**src/hdl/biu_pkg.sv**
```systemverilog
//****************************************
// Bus interface unit package: widths,
// request and Wishbone enums, bus structs
//****************************************

package biu_pkg;

    // Payload and bus widths
    localparam int BIU_DATA_SIZE   = 16;
    localparam int BIU_DATA_WIDTH  = BIU_DATA_SIZE * 8;
    localparam int WB_DATA_WIDTH   = 32;
    localparam int WB_DATA_SIZE    = WB_DATA_WIDTH / 8;
    localparam int WB_ADDR_WIDTH   = 12;
    localparam int SRAM_DEPTH      = 1024;

    // Derived sizes for beat counting and word indexing
    localparam int BIU_BEAT_MAX    = BIU_DATA_SIZE / WB_DATA_SIZE;
    localparam int BIU_CNT_WIDTH   = $clog2(BIU_BEAT_MAX + 1);
    localparam int BIU_IDX_WIDTH   = $clog2(BIU_BEAT_MAX);
    localparam int WB_OFFSET_WIDTH = $clog2(WB_DATA_SIZE);
    localparam int SRAM_IDX_WIDTH  = $clog2(SRAM_DEPTH);

    typedef enum logic [1:0] {
        READ  = 2'd0,
        WRITE = 2'd1,
        RMW   = 2'd2
    } biu_func_t;

    typedef enum logic [2:0] {
        LEN_1B  = 3'd0,
        LEN_2B  = 3'd1,
        LEN_4B  = 3'd2,
        LEN_8B  = 3'd3,
        LEN_16B = 3'd4
    } biu_len_t;

    typedef enum logic {
        SRC_FETCH = 1'b0,
        SRC_LSU   = 1'b1
    } biu_src_t;

    // Wishbone B4 cycle type and burst type encodings
    typedef enum logic [2:0] {
        CLASSIC      = 3'b000,
        INCREMENTING = 3'b010,
        END_OF_BURST = 3'b111
    } wb_cti_t;

    typedef enum logic [1:0] {
        LINEAR = 2'b00
    } wb_bte_t;

    typedef struct packed {
        logic                      en;
        biu_func_t                 func;
        biu_len_t                  len;
        logic [BIU_DATA_SIZE-1:0]  sel;
        logic [WB_ADDR_WIDTH-1:0]  addr;
        logic [BIU_DATA_WIDTH-1:0] data;
    } biu_req_t;

    typedef struct packed {
        logic                      done;
        logic [BIU_DATA_WIDTH-1:0] data;
    } biu_rsp_t;

    typedef struct packed {
        logic                     cyc;
        logic                     stb;
        logic                     we;
        wb_cti_t                  cti;
        wb_bte_t                  bte;
        logic [WB_DATA_SIZE-1:0]  sel;
        logic [WB_ADDR_WIDTH-1:0] addr;
        logic [WB_DATA_WIDTH-1:0] data;
    } wb_m2s_t;

    typedef struct packed {
        logic                     ack;
        logic [WB_DATA_WIDTH-1:0] data;
    } wb_s2m_t;

    // Beats per request, never less than one word
    function automatic logic [BIU_CNT_WIDTH-1:0] biu_beats(input biu_len_t len);
        case (len)
            LEN_8B:  biu_beats = BIU_CNT_WIDTH'(8 / WB_DATA_SIZE);
            LEN_16B: biu_beats = BIU_CNT_WIDTH'(16 / WB_DATA_SIZE);
            default: biu_beats = BIU_CNT_WIDTH'(1);
        endcase
    endfunction

endpackage
```
**src/hdl/biu_arbiter.sv**
```systemverilog
//****************************************
// Fixed-priority arbiter between fetch and
// load/store requests that holds its grant
// until done
//****************************************
`timescale 1ns/1ns

module biu_arbiter (
    input  logic              i_wb_clk,
    input  logic              i_rst,
    input  biu_pkg::biu_req_t i_fetch_req,
    input  biu_pkg::biu_req_t i_lsu_req,
    output biu_pkg::biu_rsp_t o_fetch_rsp,
    output biu_pkg::biu_rsp_t o_lsu_rsp,
    output biu_pkg::biu_req_t o_req,
    input  biu_pkg::biu_rsp_t i_rsp
);

    import biu_pkg::*;

    logic     busy_r;
    biu_src_t grant_r;
    biu_req_t granted_req;
    logic     fetch_own;
    logic     lsu_own;

    // Fetch wins whenever both requesters ask at once
    always_ff @(posedge i_wb_clk) begin
        if (i_rst) begin
            busy_r  <= 1'b0;
            grant_r <= SRC_FETCH;
        end else if (!busy_r) begin
            if (i_fetch_req.en) begin
                busy_r  <= 1'b1;
                grant_r <= SRC_FETCH;
            end else if (i_lsu_req.en) begin
                busy_r  <= 1'b1;
                grant_r <= SRC_LSU;
            end
        end else if (i_rsp.done) begin
            busy_r <= 1'b0;
        end
    end

    assign granted_req = (grant_r == SRC_FETCH) ? i_fetch_req : i_lsu_req;
    assign fetch_own   = busy_r && (grant_r == SRC_FETCH);
    assign lsu_own     = busy_r && (grant_r == SRC_LSU);

    // en is masked on the done cycle so the controller cannot restart
    always_comb begin
        o_req    = granted_req;
        o_req.en = busy_r && granted_req.en && !i_rsp.done;
    end

    always_comb begin
        o_fetch_rsp.done = fetch_own && i_rsp.done;
        o_fetch_rsp.data = fetch_own ? i_rsp.data : '0;
        o_lsu_rsp.done   = lsu_own && i_rsp.done;
        o_lsu_rsp.data   = lsu_own ? i_rsp.data : '0;
    end

    // Granted request seen by the controller stays steady until done
    a_grant_held: assert property (@(posedge i_wb_clk) disable iff (i_rst)
        (busy_r && !i_rsp.done) |=> (i_rsp.done || $stable(o_req)));

endmodule

```
**config.mk**
```make
export PLATFORM = sky130hd
export DESIGN_NAME = biu_arbiter
export DESIGN_NICKNAME = d
export VERILOG_FILES = /design/src/hdl/biu_pkg.sv /design/src/hdl/biu_arbiter.sv
export SDC_FILE = /design/constraint.sdc
export NUM_CORES = 1
export LEC_CHECK = 0
export BUFFER_PORTS_ARGS = -buffer_cell sky130_fd_sc_hd__buf_2
export CAP_MARGIN = 0
export CORE_AREA = 5 5 342 344
export CTS_CLUSTER_SIZE = 14
export DETAILED_ROUTE_END_ITERATION = 16
export DIE_AREA = 0 0 347 349
export RECOVER_POWER = 50
export SLEW_MARGIN = 20
export SYNTH_ARGS = -nofsm -noshare
export SYNTH_HDL_FRONTEND = slang
export SYNTH_SLANG_ARGS = --single-unit
```
**constraint.sdc**
```tcl
create_clock -name i_wb_clk -period 2.2 [get_ports i_wb_clk]
set_input_delay 0.22 -clock i_wb_clk [delete_from_list [all_inputs] [get_ports i_wb_clk]]
set_output_delay 0.22 -clock i_wb_clk [all_outputs]
set_load 0.005 [all_outputs]
```
# Word-level counts from Yosys, hierarchy flattened
# Cells that the tools add are included.
[classes]
bitwise_logic = 2
reduce_logical = 9
mux = 9
[ops]
columns = ["op", "n"]
rows = [
  ["$mux W128", 2],
  ["$mux W162", 1],
  ["$logic_and A1 B1 Y1", 6],
  ["$mux W1", 6],
  ["$not A1 Y1", 2],
  ["$reduce_and A2 Y1", 1],
  ["$reduce_bool A2 Y1", 1],
  ["$logic_not A1 Y1", 1],
]
[word_totals]
out_inout_bits = 420
ff_bits = 2
word_cells = 22

# Logic depth before layout (Yosys ltp)
# Gate-level depths: netlist of the first run.
[depth]
depth_word = 3
depth_mapped = 5
mapped_depth_nobuf = 2

# Least setup slack after synthesis of the first run
# OpenSTA, ideal clock, no wires.
[synth_path]
kind = "flip-flop to output port"
startpoint = "register grant_r"
endpoint = "output port o_req[100] (netlist bit)"
slack_ns = 0.933
required_time_ns = 1.980
stages_incl_launch_ff = 5
arrival_time_ns = 1.047
path_buffers = 3
cell_sequence = "dfxtp_1 -> buf_6 -> buf_6 -> buf_6 -> mux2_4"
[synth_rtl]
columns = ["item", "line", "text"]
rows = [
  ["start: declaration", "biu_arbiter.sv:22", "biu_src_t grant_r;"],
  ["start signal: assignment", "biu_arbiter.sv:31", "grant_r <= SRC_FETCH;"],
  ["start signal: assignment", "biu_arbiter.sv:35", "grant_r <= SRC_FETCH;"],
  ["start signal: assignment", "biu_arbiter.sv:38", "grant_r <= SRC_LSU;"],
  ["end: declaration", "biu_arbiter.sv:15", "output biu_pkg::biu_req_t o_req,"],
]

==> impl_metrics.env, run 1 <==
export IMPL_cts_sinks=2
export IMPL_hp_class="input port to flip-flop"
export IMPL_synth_main_ff_cell="dfxtp_1"
export IMPL_grt_max_degree=111
export IMPL_path_clk_slew_ns=0.03
export IMPL_worst_pin_slew_ns=0.769
export IMPL_synth_seq_cells=2
export IMPL_synth_top_family_by_area="multiplexers"
export IMPL_grt_pass1_vias=7700
export IMPL_synthToLayoutAreaGrowth_pct=135
export IMPL_grt_first_pass_wirelength_um=108000
export IMPL_num_rows=124
export IMPL_p_comb_share_pct=87.9
export IMPL_cts_hold_buf=0
export IMPL_criticalPathCategory="flip-flop to output port"
export IMPL_cp_start_kind="flip-flop"
export IMPL_clkPwrFrac_pct=10.4
export IMPL_drc=0
export IMPL_crit_required_ns=1.98
export IMPL_rsz0062_at_grt="no"
export IMPL_core_area_um2=114000
export IMPL_synthCells=492
export IMPL_synth_nets=947
export IMPL_drt_iter0_markers=563
export IMPL_post_cts_buffers=0
export IMPL_clkLatencyLatePin_ns=0.23
export IMPL_synth_edf_count=0
export IMPL_critPathTopFamily="buffers and inverters"
export IMPL_dp_cells=2840
export IMPL_wl_per_cell_um=32.4
export IMPL_syn_area_um2=4480
export IMPL_max_cap_viol_count=0
export IMPL_initial_utilization_pct=3.94
export IMPL_synthAdderAreaFrac_pct=0
export IMPL_drv_slew=0
export IMPL_drive_gt1_share_pct=69.1
export IMPL_cts_resized_gates=0
export IMPL_ir_worst_vdd_uv=204
export IMPL_grt_overflow=0
export IMPL_fin_area_um2=10500
export IMPL_io_buffers=874
export IMPL_drt_first_pass_iters=5
export IMPL_cp_buffers_inverters=2
export IMPL_grt_use_total_pct=14.3
export IMPL_tritoncts="built"
export IMPL_synth_simple_area_share_pct=36.7
export IMPL_status="completed"
export IMPL_die_w_um=347
export IMPL_seq_power_share_pct=1.7
export IMPL_crit_arrival_ns=1.79
export IMPL_finalWeightedCongestion=0.927
export IMPL_multi_input_area_um2=3900
export IMPL_switching_power_mw=1.42
export IMPL_worst_path_largest_cell_delay_ns=0.49
export IMPL_ant_nets=0
export IMPL_p_leak_nw=5.68
export IMPL_vias=8140
export IMPL_crit_path_max_fanout=39
export IMPL_power_switching_share_pct=51.5
export IMPL_yosysWarningCount=0
export IMPL_max_slew_margin_pct=48.7
export IMPL_min_period_ns=2.01
export IMPL_synthMuxAreaShare_pct=52.6
export IMPL_cts_buffer_depth=2
export IMPL_cts_root_buffer="clkbuf_16"
export IMPL_cts_inserted_buffers=3
export IMPL_regArea_um2=43.8
export IMPL_async_flop_share_pct=0
export IMPL_finalCritPeriodShare_pct=91.5
export IMPL_die_y_um=349
export IMPL_dpl_cell_area_um2=10600
export IMPL_yosysUniqueCellTypes=16
export IMPL_finalNetCount=1788
export IMPL_total_power_mw=2.75
export IMPL_synth_compound_area_share_pct=0.503
export IMPL_fin_cells=2881
export IMPL_die_area_um2=121000
export IMPL_antenna_found_initial=105
export IMPL_cpMaxStageDelayCell="dfxtp_1"
export IMPL_skew_ns=0.00380
export IMPL_viasPerCell=2.83
export IMPL_setup_viol=0
export IMPL_htree_num_levels=1
export IMPL_syn_avg_cell_area_um2=9.10
export IMPL_clock_fmax_ghz=0.497
export IMPL_wl_um=93300
export IMPL_p_int_mw=1.33
export IMPL_powerDensity_nw_per_um2=261
export IMPL_synth_xor_area_share_pct=0
export IMPL_setup_tns_ns=0
export IMPL_dpl_hpwl_um=88000
export IMPL_path_cells="buf_4 > and3_1 > clkbuf_1"
export IMPL_hold_viol=0
export IMPL_synth_seq_area_share_pct=0.895
export IMPL_cp_end_kind="output port"
export IMPL_boundaryPins=875
export IMPL_nFillCells=13500
[per-stage QoR]
step           util [%]  worst slack (ns)  hold slack [ns]
4_1_cts            9.43             0.184            0.170
3_5_place_dp       9.37             0.433            0.411
6_report           9.28             0.187            0.177
2_1_floorplan         -             0.933            0.286
3_3_place_gp       9.37             0.458            0.406
5_1_grt            9.21            0.0800            0.184
[worst paths after layout]
check	startpoint	slack (ns)	depth (start not counted)	to
setup / recovery	busy_r$_SDFF_PP0_	0.19	3	o_lsu_rsp[104]
hold / removal	i_rst	0.18	2	busy_r$_SDFF_PP0_
hold reg to reg	busy_r$_SDFF_PP0_	0.66	1	busy_r$_SDFF_PP0_
setup reg to reg	grant_r$_SDFFE_PP0P_	0.67	3	grant_r$_SDFFE_PP0P_
[cells in the mapped netlist (all sizes together) (2+ instances only)]
master	count	area, um2
nor3	2	10.0
and2	129	807
clkbuf	26	97.6
mux2	161	2350
dfxtp	2	40.0
inv	2	7.51
and3	129	807
buf	36	308
[cell usage in the layout (no fill, tap or decap), drive strengths merged]
cell type / n
and2: 129
clkbuf: 119
nand2b: 1
buf: 782
mux2i: 1
inv: 2
a211oi: 1
mux2: 161
a221oi: 1
nor2b: 1
dfxtp: 2
and3: 129
diode: 38
nor3: 2
[registers in the layout, indices dropped and copies added, names as in the netlist]
signal,flops
busy_r,1
grant_r,1
[worst register-to-register path, delay by kind of cell (launching register included)]
family / cells / cell delay, ns
compound gates: 1 / 0.67
buf+inv: 2 / 0.29
flops: 1 / 0.37
[power groups by stage]
| stage | clock network (mW) | registers [mW] | logic [mW] |
|---|---|---|---|
| floorplan | 0 | 0.0406 | 0.906 |
| global placement | 0 | 0.0459 | 2.54 |
| detailed placement | 0 | 0.0462 | 2.54 |
| CTS | 0.301 | 0.0457 | 2.56 |
| global route | 0.304 | 0.0465 | 2.56 |
| finish | 0.287 | 0.0456 | 2.42 |
[layout make-up]
type	count	share of cell area, %
clock buffers	3	0.713
diodes	38	0.903
multi-input cells	426	37.0
inverters	2	0.0713
repair buffers	898	42.9
well taps	1512	18.0
flip-flops and latches	2	0.416
[cell families (layout without fill, tap and decap cells)]
| logic type | Yosys count | after routing |
|---|---|---|
| DFF | 2 | 2 |
| AOI/OAI and AO/OA | 2 | 2 |
| and+or+nand+nor | 262 | 262 |
| muxes | 162 | 162 |
| buffers and inverters | 64 | 903 |
| other | 0 | 38 |
[layer usage]
metal / GRT usage (%) / vias up / part of all wire, % / wire [um]
li1: - / 3453 / - / -
met1: 16.7 / 3785 / 39 / 36000
met2: 24.9 / 658 / 47 / 44200
met3: 6.27 / 178 / 11 / 10200
met4: 2.14 / 66 / 2.6 / 2400
met5: 0 / - / 0.47 / 437
Power figures use the tool's default switching activity.
==> run 2: changes to the inputs <==
--- a/config.mk
+++ b/config.mk
@@ -7,11 +7,12 @@
 export LEC_CHECK = 0
 export BUFFER_PORTS_ARGS = -buffer_cell sky130_fd_sc_hd__buf_2
 export CAP_MARGIN = 0
-export CORE_AREA = 5 5 342 344
+export CORE_AREA = 2 2 339 341
 export CTS_CLUSTER_SIZE = 14
 export DETAILED_ROUTE_END_ITERATION = 16
-export DIE_AREA = 0 0 347 349
+export DIE_AREA = 0 0 341 343
 export RECOVER_POWER = 50
+export SKIP_LAST_GASP = 1
 export SLEW_MARGIN = 20
 export SYNTH_ARGS = -nofsm -noshare
 export SYNTH_HDL_FRONTEND = slang
==> impl_metrics.env, run 2 (synthesis gave the netlist of run 1 again) <==
export IMPL_status="completed"
export IMPL_wl_per_cell_um=30.1
export IMPL_crit_arrival_ns=1.84
export IMPL_path_clk_slew_ns=0.03
export IMPL_cts_buffer_depth=2
export IMPL_min_period_ns=2.06
export IMPL_tritoncts="built"
export IMPL_skew_ns=0.00490
export IMPL_grt_max_degree=94
export IMPL_cts_root_buffer="clkbuf_16"
export IMPL_finalWeightedCongestion=0.964
export IMPL_rsz0062_at_grt="no"
export IMPL_antenna_found_initial=91
export IMPL_core_area_um2=113000
export IMPL_max_cap_viol_count=0
export IMPL_ant_nets=0
export IMPL_grt_use_total_pct=13.8
export IMPL_layout_commonest_cell="buf_2"
export IMPL_path_cells="buf_4 > and3_1 > clkbuf_1"
export IMPL_cts_resized_gates=0
export IMPL_crit_start="busy_r$_SDFF_PP0_"
export IMPL_largestRegisters="busy_r (1), grant_r (1)"
export IMPL_seq_power_share_pct=1.7
export IMPL_hp_start="i_rst"
export IMPL_htree_num_levels=1
export IMPL_p_int_mw=1.33
export IMPL_viasPerCell=2.82
export IMPL_clock_fmax_ghz=0.486
export IMPL_setup_ws_ns=0.141
export IMPL_post_cts_buffers=0
export IMPL_p_leak_nw=5.69
export IMPL_dpl_hpwl_um=81000
export IMPL_setup_viol=0
export IMPL_p_comb_share_pct=88.2
export IMPL_num_rows=124
export IMPL_cts_sinks=2
export IMPL_initial_utilization_pct=3.95
export IMPL_ir_worst_vdd_uv=191
export IMPL_worst_path_largest_cell_delay_ns=0.46
export IMPL_switching_power_mw=1.35
export IMPL_finalCritPeriodShare_pct=93.6
export IMPL_cts_inserted_buffers=3
export IMPL_io_buffers=874
export IMPL_crit_required_ns=1.98
export IMPL_drive_gt1_share_pct=68.9
export IMPL_grt_overflow=0
export IMPL_drt_iter0_markers=381
export IMPL_r2r_start="busy_r$_SDFF_PP0_"
export IMPL_hold_viol=0
export IMPL_cpMaxStageDelayCell="buf_4"
export IMPL_setup_tns_ns=0
export IMPL_grt_pass1_vias=7234
export IMPL_vias=8059
export IMPL_wl_um=86100
export IMPL_drv_slew=0
export IMPL_cp_start_kind="flip-flop"
export IMPL_worst_pin_slew_ns=0.570
export IMPL_synthToLayoutAreaGrowth_pct=135
export IMPL_die_w_um=341
export IMPL_finalNetCount=1787
export IMPL_drt_first_pass_iters=5
export IMPL_drc=0
export IMPL_criticalPathCategory="flip-flop to output port"
export IMPL_hp_class="input port to flip-flop"
export IMPL_grt_first_pass_wirelength_um=99500
export IMPL_powerDensity_nw_per_um2=256
export IMPL_clkPwrFrac_pct=10.2
export IMPL_power_switching_share_pct=50.4
export IMPL_boundaryPins=875
export IMPL_clkLatencyLatePin_ns=0.22
export IMPL_crit_path_max_fanout=40
export IMPL_cp_end_kind="output port"
export IMPL_pre_cts_ws_ns=0.413
export IMPL_layout_common_cells="buf_2 (761), and3_1 (129), and2_1 (117), clkbuf_1 (106), mux2_4 (105)"
export IMPL_cts_hold_buf=0
export IMPL_max_slew_margin_pct=62.2
export IMPL_die_y_um=343
export IMPL_die_area_um2=117000
[run 2: worst paths after layout]
| kind | to | slack, ns | cells after the start |
|---|---|---|---|
| worst max-delay path | o_lsu_rsp[104] | 0.14 | 3 |
| worst max register to register | grant_r$_SDFFE_PP0P_ | 0.85 | 3 |
| worst min register to register | grant_r$_SDFFE_PP0P_ | 0.77 | 3 |
| worst min-delay path | busy_r$_SDFF_PP0_ | 0.21 | 2 |
[run 2: final cells by class]
type	count	area, um2
fillers	13400	103000
multi-input cells	426	3880
repair buffers	897	4560
flip-flops and latches	2	43.8
clock buffers	3	75.1
inverters	2	7.51
diodes	19	47.5
well taps	1512	1890
[run 2: critical path, delay by kind of cell (launching register included)]
| family | cells | cell delay, ns |
|---|---|---|
| buffers and inverters | 2 | 0.90 |
| DFF | 1 | 0.45 |
| and+or+nand+nor | 1 | 0.23 |
[run 2: routing by layer]
layer  vias to the layer above  track usage, %  wire length, um
li1                       3422               -                -
met1                      3759            17.7            36300
met2                       666            23.8            40800
met3                       156            3.35             6840
met4                        56            1.57             1760
met5                         -               0              379
[run 2: metrics by stage]
| stage | instances | hold slack [ns] | total power [mW] | util [%] | area (um2) |
|---|---|---|---|---|---|
| floorplan | 492 | 0.286 | 0.947 | - | 4480 |
| global placement | 2839 | 0.449 | 2.55 | 9.43 | 10700 |
| detailed placement | 2839 | 0.442 | 2.56 | 9.43 | 10700 |
| CTS | 2842 | 0.213 | 2.85 | 9.49 | 10800 |
| global route | 2853 | 0.220 | 2.83 | 9.24 | 10500 |
| finish | 2861 | 0.212 | 2.69 | 9.26 | 10500 |
[run 2: power groups by stage]
stage	logic (mW)	registers [mW]	clock network [mW]
floorplan	0.906	0.0406	0
global placement	2.51	0.0457	0
detailed placement	2.51	0.0458	0
CTS	2.53	0.0453	0.275
global route	2.51	0.0452	0.278
finish	2.37	0.0445	0.273
==> run 3: changes to the inputs <==
--- a/config.mk
+++ b/config.mk
@@ -7,10 +7,10 @@
 export LEC_CHECK = 0
 export BUFFER_PORTS_ARGS = -buffer_cell sky130_fd_sc_hd__buf_2
 export CAP_MARGIN = 0
-export CORE_AREA = 2 2 339 341
+export CORE_AREA = 2 2 341 343
 export CTS_CLUSTER_SIZE = 14
 export DETAILED_ROUTE_END_ITERATION = 16
-export DIE_AREA = 0 0 341 343
+export DIE_AREA = 0 0 343 345
 export RECOVER_POWER = 50
 export SKIP_LAST_GASP = 1
 export SLEW_MARGIN = 20
==> constraint.sdc (replaced) <==
create_clock -name i_wb_clk -period 2 [get_ports i_wb_clk]
set_input_delay 0.2 -clock i_wb_clk [delete_from_list [all_inputs] [get_ports i_wb_clk]]
set_output_delay 0.2 -clock i_wb_clk [all_outputs]
set_load 0.005 [all_outputs]
==> impl_metrics.env, run 3 (synthesis gave the netlist of run 1 again) <==
export IMPL_die_y_um=345
export IMPL_io_buffers=874
export IMPL_finalCritPeriodShare_pct=96.1
export IMPL_drt_iter0_markers=516
export IMPL_finalNetCount=1794
export IMPL_hp_class="input port to flip-flop"
export IMPL_hold_viol=0
export IMPL_finalWeightedCongestion=1.05
export IMPL_max_cap_viol_count=0
export IMPL_cp_start_kind="flip-flop"
export IMPL_fin_cells=2880
export IMPL_rsz0062_at_grt="no"
export IMPL_endpoint="o_req[99]"
export IMPL_cts_inserted_buffers=3
export IMPL_die_area_um2=118000
export IMPL_seq_power_share_pct=1.6
export IMPL_skew_ns=0.00408
export IMPL_hp_start="i_rst"
export IMPL_worst_path_largest_cell_delay_ns=0.36
export IMPL_drc=0
export IMPL_regArea_um2=47.5
export IMPL_dp_cells=2858
export IMPL_path_clk_slew_ns=0.03
export IMPL_cts_hold_buf=0
export IMPL_switching_power_mw=1.54
export IMPL_path_cells="buf_12 > buf_16 > buf_12 > mux2_4 > buf_2"
export IMPL_grt_max_degree=81
export IMPL_core_area_um2=115000
export IMPL_layout_common_cells="buf_2 (773), and3_1 (129), and2_1 (115), mux2_4 (104), clkbuf_1 (94)"
export IMPL_setup_tns_ns=0
export IMPL_drv_slew=0
export IMPL_setup_viol=0
export IMPL_cp_end_kind="output port"
export IMPL_multi_input_area_um2=3870
export IMPL_p_int_mw=1.49
export IMPL_grt_use_total_pct=13.8
export IMPL_worstReg2RegEnd="grant_r$_SDFFE_PP0P_"
export IMPL_p_leak_nw=5.77
export IMPL_grt_first_pass_wirelength_um=101000
export IMPL_synthToLayoutAreaGrowth_pct=137
export IMPL_max_slew_margin_pct=63.8
export IMPL_min_period_ns=1.92
export IMPL_ir_worst_vdd_uv=264
export IMPL_ant_nets=0
export IMPL_num_rows=125
export IMPL_nFillCells=13700
export IMPL_drive_gt1_share_pct=70.2
export IMPL_grt_overflow=0
export IMPL_clkPwrFrac_pct=9.9
export IMPL_layout_commonest_cell="buf_2"
export IMPL_die_w_um=343
export IMPL_crit_required_ns=1.80
export IMPL_worst_pin_slew_ns=0.545
export IMPL_viasPerCell=2.75
export IMPL_final_core_util_pct=9.23
export IMPL_r2r_start="busy_r$_SDFF_PP0_"
export IMPL_antenna_found_initial=74
export IMPL_htree_num_levels=1
export IMPL_boundaryPins=875
export IMPL_crit_path_max_fanout=24
export IMPL_dpl_hpwl_um=81600
export IMPL_tritoncts="built"
export IMPL_wl_per_cell_um=30.1
export IMPL_r2r_cells=3
export IMPL_setup_ws_ns=0.0775
export IMPL_power_switching_share_pct=50.7
export IMPL_crit_start="grant_r$_SDFFE_PP0P_"
export IMPL_status="completed"
export IMPL_vias=7922
export IMPL_crit_arrival_ns=1.72
export IMPL_initial_utilization_pct=3.89
export IMPL_drt_first_pass_iters=5
export IMPL_p_comb_share_pct=88.5
export IMPL_crit_path_frequent_cell="buf_12"
export IMPL_reg2reg_slack_ns=0.63
export IMPL_cts_buffer_depth=2
export IMPL_criticalPathCategory="flip-flop to output port"
export IMPL_cts_sinks=2
export IMPL_clkLatencyLatePin_ns=0.22
export IMPL_pre_cts_ws_ns=0.222
export IMPL_cpMaxStageDelayCell="dfxtp_4"
export IMPL_largestRegisters="busy_r (1), grant_r (1)"
export IMPL_grt_pass1_vias=7574
export IMPL_cts_root_buffer="clkbuf_16"
export IMPL_clock_fmax_ghz=0.520
export IMPL_wl_um=86800
export IMPL_powerDensity_nw_per_um2=286
==> run 3: cell types whose count changed in the layout (fill, tap and decap cells not counted), moves of 2 or more <==
cell      delta
and2_0       +2
buf_2       +12
buf_4        +4
clkbuf_1    -12
and2_1       -2
clkbuf_4     -2
mux2_2       +2
buf_6        +2
==> run 3: critical path, delay by kind of cell, from the launching register on <==
kind	cells	cell delay, ns
flops	1	0.36
mux	1	0.31
buf+inv	4	0.78
==> run 3: worst min path at each step <==
stage | endpoint | cells past startpoint
finish | busy_r$_SDFF_PP0_ | 2
global route | busy_r$_SDFF_PP0_ | 2
CTS | busy_r$_SDFF_PP0_ | 2
detailed placement | busy_r$_SDFF_PP0_ | 2
global placement | busy_r$_SDFF_PP0_ | 2
floorplan | grant_r$_SDFFE_PP0P_ | 1
==> run 3: repair_timing <==
action,4_1_cts,5_1_grt
endpoints found under the setup margin,1,1
gates resized for setup,1,1
buffers inserted,0,0
endpoints found under the hold margin,0,0
==> run 3: cell type report <==
class | count | share of cell area, %
repair buffers | 904 | 43.9
diodes | 19 | 0.448
clock buffers | 3 | 0.707
multi-input cells | 426 | 36.5
well taps | 1524 | 18.0
flip-flops and latches | 2 | 0.448
inverters | 2 | 0.0707
==> run 3: stage by stage <==
stage / total power, mW / hold WS [ns] / cell area, um2
after floorplan: 1.04 / 0.266 / 4480
after global placement: 2.88 / 0.388 / 10800
after detailed placement: 2.89 / 0.395 / 10800
after CTS: 3.21 / 0.164 / 10900
after global routing: 3.21 / 0.153 / 10600
final: 3.03 / 0.152 / 10600
==> run 3: power by group through the flow <==
stage | combinational, mW | clock, mW | sequential [mW]
after CTS | 2.86 | 0.308 | 0.0504
after detailed placement | 2.84 | 0 | 0.0509
after floorplan | 0.997 | 0 | 0.0447
after global routing | 2.85 | 0.313 | 0.0503
final | 2.68 | 0.301 | 0.0487
after global placement | 2.83 | 0 | 0.0507
==> run 3: metal layers <==
layer / global-route usage (%) / up-vias / wire (um)
met5: 0 / - / 302
met4: 2.25 / 48 / 1970
met3: 4.74 / 152 / 8320
met2: 22.8 / 647 / 39500
met1: 17.4 / 3639 / 36800
li1: - / 3436 / -
