==> config.mk <==
export PLATFORM = sky130hd
export DESIGN_NAME = biu_controller_wb
export DESIGN_NICKNAME = d
export VERILOG_FILES = /design/src/hdl/biu_pkg.sv /design/src/hdl/biu_controller_wb.sv
export SDC_FILE = /design/constraint.sdc
export NUM_CORES = 1
export LEC_CHECK = 0
export ABC_CLOCK_PERIOD_IN_PS = 9400
export BUFFER_PORTS_ARGS = -buffer_cell sky130_fd_sc_hd__buf_2
export CAP_MARGIN = 20
export CORE_ASPECT_RATIO = 0.75
export CORE_MARGIN = 2
export CORE_UTILIZATION = 35
export DETAILED_ROUTE_END_ITERATION = 8
export PLACE_DENSITY = 0.69
export RECOVER_POWER = 50
export REMOVE_ABC_BUFFERS = 1
export SLEW_MARGIN = 20
export SYNTH_ARGS = -nofsm -noshare
export SYNTH_HDL_FRONTEND = slang
export SYNTH_SLANG_ARGS = --single-unit
==> constraint.sdc <==
create_clock -name i_wb_clk -period 9.4 [get_ports i_wb_clk]
set_input_delay 1.88 -clock i_wb_clk [delete_from_list [all_inputs] [get_ports i_wb_clk]]
set_output_delay 1.88 -clock i_wb_clk [all_outputs]
set_load 0.03 [all_outputs]
==> src/hdl/biu_pkg.sv <==
//****************************************
// Bus interface unit package: widths,
// request and Wishbone enums, bus structs
//****************************************

package biu_pkg;

    // Payload and bus widths
    localparam int BIU_DATA_SIZE   = 16;
    localparam int BIU_DATA_WIDTH  = BIU_DATA_SIZE * 8;
    localparam int WB_DATA_WIDTH   = 32;
    localparam int WB_DATA_SIZE    = WB_DATA_WIDTH / 8;
    localparam int WB_ADDR_WIDTH   = 12;
    localparam int SRAM_DEPTH      = 1024;

    // Derived sizes for beat counting and word indexing
    localparam int BIU_BEAT_MAX    = BIU_DATA_SIZE / WB_DATA_SIZE;
    localparam int BIU_CNT_WIDTH   = $clog2(BIU_BEAT_MAX + 1);
    localparam int BIU_IDX_WIDTH   = $clog2(BIU_BEAT_MAX);
    localparam int WB_OFFSET_WIDTH = $clog2(WB_DATA_SIZE);
    localparam int SRAM_IDX_WIDTH  = $clog2(SRAM_DEPTH);

    typedef enum logic [1:0] {
        READ  = 2'd0,
        WRITE = 2'd1,
        RMW   = 2'd2
    } biu_func_t;

    typedef enum logic [2:0] {
        LEN_1B  = 3'd0,
        LEN_2B  = 3'd1,
        LEN_4B  = 3'd2,
        LEN_8B  = 3'd3,
        LEN_16B = 3'd4
    } biu_len_t;

    typedef enum logic {
        SRC_FETCH = 1'b0,
        SRC_LSU   = 1'b1
    } biu_src_t;

    // Wishbone B4 cycle type and burst type encodings
    typedef enum logic [2:0] {
        CLASSIC      = 3'b000,
        INCREMENTING = 3'b010,
        END_OF_BURST = 3'b111
    } wb_cti_t;

    typedef enum logic [1:0] {
        LINEAR = 2'b00
    } wb_bte_t;

    typedef struct packed {
        logic                      en;
        biu_func_t                 func;
        biu_len_t                  len;
        logic [BIU_DATA_SIZE-1:0]  sel;
        logic [WB_ADDR_WIDTH-1:0]  addr;
        logic [BIU_DATA_WIDTH-1:0] data;
    } biu_req_t;

    typedef struct packed {
        logic                      done;
        logic [BIU_DATA_WIDTH-1:0] data;
    } biu_rsp_t;

    typedef struct packed {
        logic                     cyc;
        logic                     stb;
        logic                     we;
        wb_cti_t                  cti;
        wb_bte_t                  bte;
        logic [WB_DATA_SIZE-1:0]  sel;
        logic [WB_ADDR_WIDTH-1:0] addr;
        logic [WB_DATA_WIDTH-1:0] data;
    } wb_m2s_t;

    typedef struct packed {
        logic                     ack;
        logic [WB_DATA_WIDTH-1:0] data;
    } wb_s2m_t;

    // Beats per request, never less than one word
    function automatic logic [BIU_CNT_WIDTH-1:0] biu_beats(input biu_len_t len);
        case (len)
            LEN_8B:  biu_beats = BIU_CNT_WIDTH'(8 / WB_DATA_SIZE);
            LEN_16B: biu_beats = BIU_CNT_WIDTH'(16 / WB_DATA_SIZE);
            default: biu_beats = BIU_CNT_WIDTH'(1);
        endcase
    endfunction

endpackage
==> src/hdl/biu_controller_wb.sv <==
//****************************************
// Wishbone master FSM that turns one BIU
// request into burst or RMW bus beats
//****************************************
`timescale 1ns/1ns

module biu_controller_wb (
    input  logic              i_wb_clk,
    input  logic              i_rst,
    input  biu_pkg::biu_req_t i_req,
    output biu_pkg::biu_rsp_t o_rsp,
    output biu_pkg::wb_m2s_t  o_wb,
    input  biu_pkg::wb_s2m_t  i_wb
);

    import biu_pkg::*;

    typedef enum logic [2:0] {
        ST_IDLE       = 3'd0,
        ST_SEND       = 3'd1,
        ST_RMW_READ   = 3'd2,
        ST_RMW_MODIFY = 3'd3,
        ST_RMW_WRITE  = 3'd4,
        ST_DONE       = 3'd5
    } ctl_state_t;

    ctl_state_t                state_r;
    ctl_state_t                state_next;
    logic [BIU_CNT_WIDTH-1:0]  cnt_r;
    logic [BIU_CNT_WIDTH-1:0]  cnt_next;
    logic [BIU_IDX_WIDTH-1:0]  idx_r;
    logic [BIU_IDX_WIDTH-1:0]  idx_next;
    logic                      done_r;
    logic                      done_next;
    logic [BIU_DATA_WIDTH-1:0] data_r;
    logic [BIU_DATA_WIDTH-1:0] data_next;
    wb_m2s_t                   wb_r;
    wb_m2s_t                   wb_next;
    logic [WB_DATA_WIDTH-1:0]  rmw_word;

    // Merge selected request bytes over the word read back in the RMW read
    always_comb begin
        logic [WB_DATA_SIZE-1:0]  req_sel;
        logic [WB_DATA_WIDTH-1:0] old_word;
        logic [WB_DATA_WIDTH-1:0] new_word;

        req_sel  = i_req.sel[idx_r*WB_DATA_SIZE +: WB_DATA_SIZE];
        old_word = data_r[idx_r*WB_DATA_WIDTH +: WB_DATA_WIDTH];
        new_word = i_req.data[idx_r*WB_DATA_WIDTH +: WB_DATA_WIDTH];
        for (int i = 0; i < WB_DATA_SIZE; i++) begin
            rmw_word[i*8 +: 8] = req_sel[i] ? new_word[i*8 +: 8] : old_word[i*8 +: 8];
        end
    end

    always_comb begin
        logic [BIU_IDX_WIDTH-1:0] idx_inc;
        logic                     last_beat;

        idx_inc   = idx_r + 1'b1;
        last_beat = (cnt_r == BIU_CNT_WIDTH'(1));

        state_next = state_r;
        cnt_next   = cnt_r;
        idx_next   = idx_r;
        done_next  = 1'b0;
        data_next  = data_r;
        wb_next    = wb_r;

        unique case (state_r)
            ST_IDLE: begin
                cnt_next    = biu_beats(i_req.len);
                idx_next    = '0;
                data_next   = '0;
                wb_next.cyc = i_req.en;
                wb_next.stb = i_req.en;
                wb_next.bte = LINEAR;
                wb_next.addr = i_req.addr;
                if (i_req.en && i_req.func == RMW) begin
                    // Each RMW beat reads the whole word first
                    state_next  = ST_RMW_READ;
                    wb_next.we  = 1'b0;
                    wb_next.cti = CLASSIC;
                    wb_next.sel = '1;
                end else if (i_req.en) begin
                    state_next   = ST_SEND;
                    wb_next.we   = (i_req.func == WRITE);
                    wb_next.cti  = (cnt_next == BIU_CNT_WIDTH'(1)) ? END_OF_BURST : INCREMENTING;
                    wb_next.sel  = i_req.sel[WB_DATA_SIZE-1:0];
                    wb_next.data = i_req.data[WB_DATA_WIDTH-1:0];
                end
            end
            ST_SEND: begin
                if (i_wb.ack) begin
                    if (!wb_r.we) begin
                        data_next[idx_r*WB_DATA_WIDTH +: WB_DATA_WIDTH] = i_wb.data;
                    end
                    cnt_next     = cnt_r - 1'b1;
                    idx_next     = idx_inc;
                    wb_next.addr = wb_r.addr + WB_ADDR_WIDTH'(WB_DATA_SIZE);
                    if (last_beat) begin
                        state_next  = ST_DONE;
                        done_next   = 1'b1;
                        wb_next.cyc = 1'b0;
                        wb_next.stb = 1'b0;
                        wb_next.we  = 1'b0;
                    end else begin
                        wb_next.sel  = i_req.sel[idx_inc*WB_DATA_SIZE +: WB_DATA_SIZE];
                        wb_next.data = i_req.data[idx_inc*WB_DATA_WIDTH +: WB_DATA_WIDTH];
                        wb_next.cti  = (cnt_r == BIU_CNT_WIDTH'(2)) ? END_OF_BURST : INCREMENTING;
                    end
                end
            end
            ST_RMW_READ: begin
                if (i_wb.ack) begin
                    state_next  = ST_RMW_MODIFY;
                    data_next[idx_r*WB_DATA_WIDTH +: WB_DATA_WIDTH] = i_wb.data;
                    wb_next.stb = 1'b0;
                end
            end
            ST_RMW_MODIFY: begin
                // cyc stays high so the read and write form one locked cycle
                state_next   = ST_RMW_WRITE;
                wb_next.stb  = 1'b1;
                wb_next.we   = 1'b1;
                wb_next.data = rmw_word;
            end
            ST_RMW_WRITE: begin
                if (i_wb.ack) begin
                    cnt_next     = cnt_r - 1'b1;
                    idx_next     = idx_inc;
                    wb_next.addr = wb_r.addr + WB_ADDR_WIDTH'(WB_DATA_SIZE);
                    wb_next.we   = 1'b0;
                    if (last_beat) begin
                        state_next  = ST_DONE;
                        done_next   = 1'b1;
                        wb_next.cyc = 1'b0;
                        wb_next.stb = 1'b0;
                    end else begin
                        state_next = ST_RMW_READ;
                    end
                end
            end
            ST_DONE: begin
                state_next  = ST_IDLE;
                wb_next.cyc = 1'b0;
                wb_next.stb = 1'b0;
                wb_next.we  = 1'b0;
            end
            default: begin
                state_next = ST_IDLE;
            end
        endcase
    end

    always_ff @(posedge i_wb_clk) begin
        state_r <= state_next;
        cnt_r   <= cnt_next;
        idx_r   <= idx_next;
        done_r  <= done_next;
        data_r  <= data_next;
        wb_r    <= wb_next;
        if (i_rst) begin
            state_r <= ST_IDLE;
            done_r  <= 1'b0;
            wb_r.cyc <= 1'b0;
            wb_r.stb <= 1'b0;
            wb_r.we  <= 1'b0;
        end
    end

    assign o_wb      = wb_r;
    assign o_rsp.done = done_r;
    assign o_rsp.data = data_r;

    a_stb_in_cyc: assert property (@(posedge i_wb_clk) disable iff (i_rst)
        o_wb.stb |-> o_wb.cyc);

    a_done_pulse: assert property (@(posedge i_wb_clk) disable iff (i_rst)
        o_rsp.done |=> !o_rsp.done);

endmodule

After elaboration in Yosys (flattened, before gate mapping) --
Cells that the tools add are included.
Operators by class: $add $sub $neg 4, shift-type cells 7, bitwise logic cells 2, equal/unequal tests 23, reduce and logical (&&, ||, !) cells 21, multiplexer cells 49
Operators with widths (number):
- two-way mux 128 bit | 3
- one-hot mux 128 bit (3 select lines) | 1
- variable part select 128 x 8 -> 32 bit | 3
- bitwise mux 128 bit | 1
- variable shift 32 x 34 -> 128 bit, first input constant | 1
- variable part select 32 x 34 -> 128 bit | 1
- two-way mux 32 bit | 3
- one-hot mux 32 bit (3 select lines) | 1
- two-way mux 48 bit | 1
- two-way mux 3 bit | 14
- one-hot mux 12 bit (3 select lines) | 1
- negation 7 -> 34 bit | 1
- two-way mux 8 bit | 4
- variable part select 16 x 5 -> 4 bit | 2
- two-way mux 4 bit | 5
- AND reduction 5 bit | 4
- != test 2 bit, second input constant | 9
- one-hot mux 3 bit (2 select lines) | 3
- one-hot mux 3 bit (5 select lines) | 1
- adder 12 x 3 -> 12 bit, second input constant | 1
- == test 3 x 2 -> 1 bit, second input constant | 4
- two-way mux 12 bit | 1
- == test 3 x 1 -> 1 bit, second input constant | 3
- == test 3 bit, second input constant | 3
- other kinds (28) | 35
Storage, ports and cells: word-level logic and storage cells 118, output and inout port bits 185, bits of input ports 197, register bits after elaboration 191

Logic depth before layout (Yosys ltp) --
Gate-level depths: netlist (run 1).
depth in word-level cells 8, gate-level depth with buffers 12, gate-level depth less buffers 6

Least setup slack after synthesis (run 1) --
Ideal clock, no wire load.
kind input to register, start in i_wb[32] (netlist bit), end reg data_r[0], enable pin, arrival 7552 ps, path slack 1231 ps, required time 8784 ps, cell stages on the path 3, library setup time 616 ps, path buffers 1, cell sequence clkbuf_1 > a21oi_1 > nor2_1
On the way: word-level cells in the longest chain between the ends 2, elaborated cells between the ends (all ways) 3, classes of those cells 2 x eq/ne; 1 x reduce/logical
RTL lines:
- start, declared | line biu_controller_wb.sv:13 | input biu_pkg::wb_s2m_t i_wb
- != test 2 bit (no source line)
- AND reduction 4 bit (no source line) (*)
- end signal, assigned | line biu_controller_wb.sv:160 | data_r <= data_next;
- end, declared | line biu_controller_wb.sv:35 | logic [BIU_DATA_WIDTH-1:0] data_r;
Every way passes the cells marked *; elsewhere a longest branch is shown, timed or not. A chain may end at the register's enable or synchronous reset.

Final worst setup path (run 1) --
start reg state_r[1], end reg data_r[89], data pin
On the way: word-level cells in the longest chain between the ends 2, elaborated cells between the ends (all ways) 4, classes of those cells 2 x eq/ne; 1 x mux; 1 x reduce/logical
RTL lines:
- start, declared | line biu_controller_wb.sv:27 | ctl_state_t state_r;
- start signal, assigned | line biu_controller_wb.sv:156 | state_r <= state_next;
- == test 3 x 2 -> 1 bit, or another cell as far along | line biu_controller_wb.sv:69 | unique case (state_r)
- one-hot mux 128 bit (3 select lines) (*) | line biu_controller_wb.sv:69
Marks and branches as above.

==> results of run 1 <==
layout make-up:
type	count	area [um2]
multi-input cells	754	6160
clock buffers	21	440
flip-flops and latches	190	5640
diodes	2	5.00
repair buffers	390	1750
inverters	10	37.5
fillers	3330	19900
well taps	457	572
clock inverters	11	118
tightest hold or removal path, delay by kind of cell (launching register included):
kind	cells	cell delay (ns)
compound gates	1	0.07
flops	1	0.33
buf+inv	1	0.06
per-stage QoR:
stage          hold slack [ns]  area [um2]  std cells  utilization
2_1_floorplan            0.584       11800        954            -
3_3_place_gp             0.489       14400       1801        0.416
3_5_place_dp             0.495       14400       1801        0.416
4_1_cts                  0.509       15000       1833        0.432
5_1_grt                  0.527       14700       1834        0.425
6_report                 0.509       14700       1835        0.425
state kept, by name, indices dropped and copies added, names as in the netlist:
name and flops:
cnt_r 3, data_r 128, state_r 3, idx_r 2
o_wb 53, done_r 1
placed cells by master, fill, tap and decap left out, types with 5 or more instances in the layout:
master / n
buf_2: 196
edfxtp_1: 183
inv_1: 9
a21o_1: 33
nor2_1: 177
nand2_1: 16
nor3_1: 5
ha_1: 5
a211oi_1: 33
mux2i_1: 35
buf_4: 7
mux4_2: 99
dfxtp_1: 7
mux4_1: 5
o21ai_0: 8
clkbuf_16: 17
nor2b_1: 132
clkbuf_1: 190
nand2b_1: 5
xnor2_1: 6
a21oi_1: 144
power by group:
part | internal [mW] | switching (mW)
clock network | 0.391 | 0.335
registers | 1.27 | 0.204
logic | 0.901 | 1.56
path summary, 6_finish.rpt:
kind,endpoint,cells after the start
worst min-delay path,o_wb[53],2
worst max register to register,data_r[89],5
worst max-delay path,data_r[89],5
worst min register to register,o_wb[53],2
layer usage:
| metal | up-vias | wire length, um |
|---|---|---|
| met5 | - | 13 |
| met1 | 5127 | 16900 |
| met3 | 44 | 3640 |
| met2 | 513 | 19100 |
| met4 | 2 | 595 |
| li1 | 4571 | - |
logic make-up (layout without fill, tap and decap cells):
group / count (synthesis) / after routing / synth area share
AOI/OAI and AO/OA: 235 / 235 / 0.114
xor gates and xnor gates: 10 / 10 / 0.00712
adders and majority gates: 9 / 9 / 0.00916
buffers and inverters: 107 / 432 / 0.0457
DFF: 190 / 190 / 0.458
muxes: 141 / 141 / 0.222
other: 1 / 4 / 0.000305
and+or+nand+nor: 357 / 357 / 0.143
==> qor.txt, run 1 <==
Worst slew pin tran = 2.83 ns
Drt total wl = 40.3 mm
Clock Path Buffers = 2
Worst-path clk slew = 0.07 ns
Vias in the first global route = 9926
First-pass GRT wire length = 60.0 mm
Slowest cell delay on critical path = 2.07 ns
RR Startpoint = state_r[1]
Gr ovfl total = 0
Post-CTS setup buffer count = 0
Cell Rows = 59
Post-DP HPWL = 26.5 mm
Grt peak-use layer = met2
Status = finished with violations
Final Net Count = 1569
Cell area after synthesis = 12300 um2
PwrDens = 317 nW/um2
Antenna viol nets, final = 0
Hold path start = o_wb[53]
CP arrival = 5.77 ns
Die width = 220 um
Dpl ws = 5.44 ns
Worst-Skew Late Latency = 0.45 ns
Largest net degree at the start of global routing = 111
CTS buffer count = 17
Global Route met2 Usage = 0.337
Dominant cell type by area after synthesis = edfxtp_1
Seq/Total Area, Yosys = 0.458
RSZ-0062 raised after global routing = no
Area contributors post-synth = edfxtp_1 (45%), mux4_2 (18%), nor2b_1 (6.8%)
P_leak = 5.55 nW
Top achievable clock speed = 179 MHz
Core area = 34600 um2
CTS Hold Buffers Added = 0
Slew Viols, Final = 55
Residual DRC = 0
Critical Path RT = 9.57 ns
Final hold vios = 0
Max rail drop VDD = 0.352 mV
Post-synth cell types = 51
Crit path cell chain = clkbuf_1 > xor2_1 > nand2b_4 > buf_4 > nor2_1
TritonCTS clock tree = yes
Kind of end point of the critical path = flip-flop
Starting Density = 0.355
Most common cell in the netlist = edfxtp_1
CP Launch Point = state_r[1]
Mean area per synthesized cell = 11.7 um2
Yosys top cell area share = 0.447
Critical path class = flip-flop to flip-flop
Asr flop ratio synth = 0
Setup TNS = 0 ns
Die height = 166 um
Critical path launch point type = flip-flop
CP max-delay cell = clkbuf_1
Vias per cell = 5.59
Worst reg2reg setup slack = 3.80 ns
Max-cap violation count = 1
Worst Path Buf+Inv = 2
Root Driver = clkbuf_16
GPL Wtd Cong = 0.821
Syn-to-layout area delta = 19.7%
EDFF count, synth = 183
Top_reg_cell synth = edfxtp_1
Failing checks = max-capacitance violations, max-slew violations
Warnings from Yosys = 0
Die Area = 36700 um2
Clock sinks = 190
PortBufs = 379
Yosys reg bits = 190
CP top delay family = buffers and inverters
Share of cells above drive strength 1 = 0.252
PnR worst setup slack = 3.80 ns
Resized Gates After CTS = 0
Avg WL per Cell = 21.9 um
GR Layer Usage met3 = 0.0544
Total track usage = 0.217
DR vias = 10.3k
Final period util = 0.596
Antenna violations before repair = 5
Total Power = 4.66 mW
Grt met1 use = 0.298
Iter 0 DRT Violations = 988
H-tree depth = 4
Crit Path Max Fanout = 65
Final min period = 5.60 ns
Hold Crit Class = flip-flop to flip-flop
Final clock skew = 0.0148 ns
Final Setup Violations = 0
Post-Synthesis Cells = 1050
Worst slew margin = -0.884
Post-synth top cells = edfxtp_1 (183), nor2_1 (178), a21oi_1 (143)
DR pass1 iterations = 5
Io pins = 382
Note: power is estimated with default switching activity, not from simulation.
==> inputs of run 2 (changes only) <==
ABC_CLOCK_PERIOD_IN_PS = 5600   (was 9400)
clock period = 5.6 ns   (was 9.4 ns; I/O delays follow)
==> qor.txt, run 2 (synthesis gave the netlist of run 1 again) <==
GR Layer Usage met3 = 0.0511
Reg area = 5640 um2
Clock sinks = 190
Grt peak-use layer = met2
Largest net degree at the start of global routing = 110
Final hold vios = 0
Iter 0 DRT Violations = 815
Avg WL per Cell = 22.0 um
Io pins = 382
Dpl ws = 2.04 ns
Worst-Skew Late Latency = 0.45 ns
Kind of end point of the critical path = flip-flop
CP arrival = 4.30 ns
Critical Path RT = 5.70 ns
Final Util = 0.426
Critical path launch point type = flip-flop
Gate power share = 0.525
H-tree depth = 4
Drt total wl = 40.4 mm
First-pass GRT wire length = 60.4 mm
TritonCTS clock tree = yes
Most flops, register = data_r
Status = finished with violations
GPL Wtd Cong = 0.824
Worst reg2reg setup slack = 1.39 ns
Clock Path Buffers = 2
Dpl cells = 1802
Internal Power = 4.27 mW
Critical path class = flip-flop to flip-flop
Syn-to-layout area delta = 19.9%
Max reg flops = 128
Vias in the first global route = 10.2k
Sw frac = 0.456
Max rail drop VDD = 0.443 mV
Top achievable clock speed = 238 MHz
Resized Gates After CTS = 0
Final Setup Violations = 0
Root Driver = clkbuf_16
CTS buffer count = 17
CTS Hold Buffers Added = 0
Vias per cell = 5.66
Antenna viol nets, final = 0
PortBufs = 379
Die Area = 36700 um2
DR vias = 10.4k
Post-route non-filler standard cell count = 1839
Share of cells above drive strength 1 = 0.256
Filler cell count = 3370
Slew Viols, Final = 86
Final Net Count = 1570
Most frequent cells in the layout = buf_2 (196), clkbuf_1 (188), edfxtp_1 (183)
Worst slew margin = -0.706
Worst-path clk slew = 0.07 ns
Residual DRC = 0
Crit Path Max Fanout = 52
Starting Density = 0.355
Hold Crit Class = flip-flop to flip-flop
Commonest non-fill, non-tap cell in the layout = buf_2
Global Route met2 Usage = 0.344
Grt met1 use = 0.290
PwrDens = 532 nW/um2
Total Power = 7.84 mW
Post-DP HPWL = 26.5 mm
Max-cap violation count = 2
Total track usage = 0.215
Failing checks = max-capacitance violations, max-slew violations
Core area = 34600 um2
Die width = 220 um
Final period util = 0.751
Sequential Power Share = 0.316
RSZ-0062 raised after global routing = no
Final min period = 4.21 ns
DR pass1 iterations = 6
P_leak = 5.56 nW
Final clock skew = 0.0144 ns
Antenna violations before repair = 7
Die height = 166 um
Post-CTS setup buffer count = 0
Worst slew pin tran = 2.56 ns
Cell Rows = 59
P_sw = 3.57 mW
Clock share of power = 0.159
Gr ovfl total = 0
PnR worst setup slack = 1.39 ns
Multi-input combinational cell area = 6160 um2
## run 2: metrics by stage
step	cell area (um2)	hold slack, ns	TNS, ns
floorplan	11800	0.584	-401.60
global route	14700	0.536	0
global placement	14400	0.499	0
detailed placement	14400	0.495	0
CTS	15000	0.505	0
finish	14700	0.519	0
## run 2: final timing paths
check | from | endpoint | depth (start not counted)
hold reg to reg | o_wb[53] | o_wb[53] | 2
setup / recovery | state_r[1] | o_wb[30] | 5
setup reg to reg | state_r[1] | o_wb[30] | 5
hold / removal | o_wb[53] | o_wb[53] | 2
## run 2: per-layer routing
metal | wire, um | share of wire | vias up
li1 | - | - | 4572
met1 | 16900 | 0.42 | 5228
met2 | 19000 | 0.47 | 535
met3 | 3610 | 0.089 | 67
met4 | 809 | 0.020 | 6
met5 | 43 | 0.0011 | -
## run 2: power groups by stage
stage / Sequential, mW / Clock, mW / Combinational, mW
floorplan: 3.39 / 0 / 2.14
global placement: 2.47 / 0 / 4.16
detailed placement: 2.47 / 0 / 4.24
CTS: 2.46 / 1.27 / 4.25
global route: 2.53 / 1.32 / 4.43
finish: 2.48 / 1.24 / 4.12
## run 2: worst max-delay path, stage by stage, from the launching register on
cell and delay [ns]:
dfxtp_4 0.64, clkbuf_1 1.85, a21oi_1 0.02, o21ai_0 0.25, nor2b_4 0.58, buf_4 0.48
## run 2: area by class of cell
type / count / share of cell area
Clock buffer: 19 / 0.0294
Antenna cell: 5 / 0.000849
Timing Repair Buffer: 391 / 0.119
Tap cell: 457 / 0.0388
Multi-Input combinational cell: 754 / 0.418
Sequential cell: 190 / 0.382
Clock inverter: 13 / 0.00899
Inverter: 10 / 0.00255
==> inputs of run 3 (changes only) <==
ABC_CLOCK_PERIOD_IN_PS = 3840   (was 5600)
PLACE_DENSITY = 0.71   (was 0.69)
clock period = 3.84 ns   (was 5.6 ns; I/O delays follow)
==> qor.txt, run 3 (synthesis gave the netlist of run 1 again) <==
Critical path launch point type = flip-flop
Most frequent cells in the layout = buf_2 (196), clkbuf_1 (190), edfxtp_1 (183)
CTS Hold Buffers Added = 0
Post-CTS setup buffer count = 0
Gr ovfl total = 0
Setup TNS = 0 ns
Post-DP HPWL = 27.8 mm
CP arrival = 2.81 ns
Dpl cells = 1808
DR vias = 10.4k
Final Net Count = 1576
Vias per cell = 5.64
Filler cell count = 3345
Internal Power = 6.26 mW
P_sw = 5.19 mW
Critical path class = flip-flop to flip-flop
Commonest non-fill, non-tap cell in the layout = buf_2
Total track usage = 0.222
Io pins = 382
Share of cells above drive strength 1 = 0.259
Syn-to-layout area delta = 20.4%
Final Instance Area = 14800 um2
Clock sinks = 190
First-pass GRT wire length = 61.8 mm
Final Util = 0.427
PwrDens = 774 nW/um2
Sw frac = 0.454
Hold Crit Class = flip-flop to flip-flop
Final min period = 3.02 ns
DR pass1 iterations = 5
Post-route non-filler standard cell count = 1841
Starting Density = 0.355
PortBufs = 379
Final hold vios = 0
Sequential Power Share = 0.317
Worst-Skew Late Latency = 0.44 ns
Max-cap violation count = 1
Antenna viol nets, final = 0
Max reg flops = 128
Post-DP Area = 14500 um2
Top achievable clock speed = 331 MHz
Final period util = 0.787
Vias in the first global route = 10.3k
Avg WL per Cell = 22.4 um
Die height = 166 um
Core area = 34600 um2
CTS buffer count = 17
Reg area = 5640 um2
Most flops, register = data_r
Slew Viols, Final = 129
Clock Path Buffers = 2
Gate power share = 0.536
Worst slew pin tran = 1.97 ns
Largest net degree at the start of global routing = 129
Final Setup Violations = 0
P_leak = 5.61 nW
Dpl ws = 1.03 ns
Failing checks = max-capacitance violations, max-slew violations
Residual DRC = 0
Resized Gates After CTS = 0
H-tree depth = 4
Multi-input combinational cell area = 6160 um2
Drt total wl = 41.2 mm
Crit Path Max Fanout = 128
Kind of end point of the critical path = flip-flop
Antenna violations before repair = 3
Cell Rows = 59
PnR worst setup slack = 0.820 ns
Iter 0 DRT Violations = 810
Final clock skew = 0.00993 ns
Worst-path clk slew = 0.07 ns
Die width = 220 um
Root Driver = clkbuf_16
GPL Wtd Cong = 0.845
Die Area = 36700 um2
Status = finished with violations
RSZ-0062 raised after global routing = no
Max rail drop VDD = 0.578 mV
Worst slew margin = -0.315
TritonCTS clock tree = yes
Critical Path RT = 3.63 ns
Clock share of power = 0.147
[run 3: cell count changes in the layout (fill, tap and decap cells not counted), sizes merged]
cell | before | now
bufinv | 1 | 0
clkbuf | 205 | 209
diode | 5 | 1
clkinvlp | 4 | 0
buf | 205 | 212
[run 3: layout make-up]
cell class              instances  area share
diodes                          1    0.000169
clock buffers                  24      0.0320
clock inverters                 8     0.00364
inverters                      10     0.00254
multi-input cells             754       0.416
flip-flops and latches        190       0.381
well taps                     457      0.0386
repair buffers                397       0.126
[run 3: layer usage]
| layer | up-vias | global-route usage | wire length (um) |
|---|---|---|---|
| met5 | - | 0 | 8 |
| met4 | 2 | 0.0706 | 1140 |
| met3 | 73 | 0.0608 | 3670 |
| met2 | 549 | 0.360 | 19800 |
| met1 | 5178 | 0.288 | 16600 |
| li1 | 4584 | - | - |
[run 3: per-stage QoR]
step	hold slack (ns)	power [mW]
finish	0.531	11.4
global route	0.547	12.1
CTS	0.531	11.7
detailed placement	0.516	9.92
global placement	0.501	9.80
floorplan	0.584	8.06
[run 3: final timing paths]
path	end	cells after the start	start	slack [ns]
max reg2reg	data_r[86]	4	state_r[0]	0.82
min	o_wb[53]	2	o_wb[53]	0.53
max	data_r[86]	4	state_r[0]	0.82
min reg2reg	o_wb[53]	2	o_wb[53]	0.53
[run 3: critical path, stage by stage, from the launching register on]
cell and delay (ns):
dfxtp_1 0.76, o21ai_0 0.19, a21oi_1 0.28, nor2_4 0.03
clkbuf_4 0.80
[run 3: power by group through the flow]
stage / Combinational [mW] / Sequential (mW) / Clock, mW
floorplan: 3.12 / 4.94 / 0
global placement: 6.20 / 3.61 / 0
detailed placement: 6.30 / 3.62 / 0
CTS: 6.33 / 3.59 / 1.74
global route: 6.56 / 3.71 / 1.81
finish: 6.14 / 3.63 / 1.69
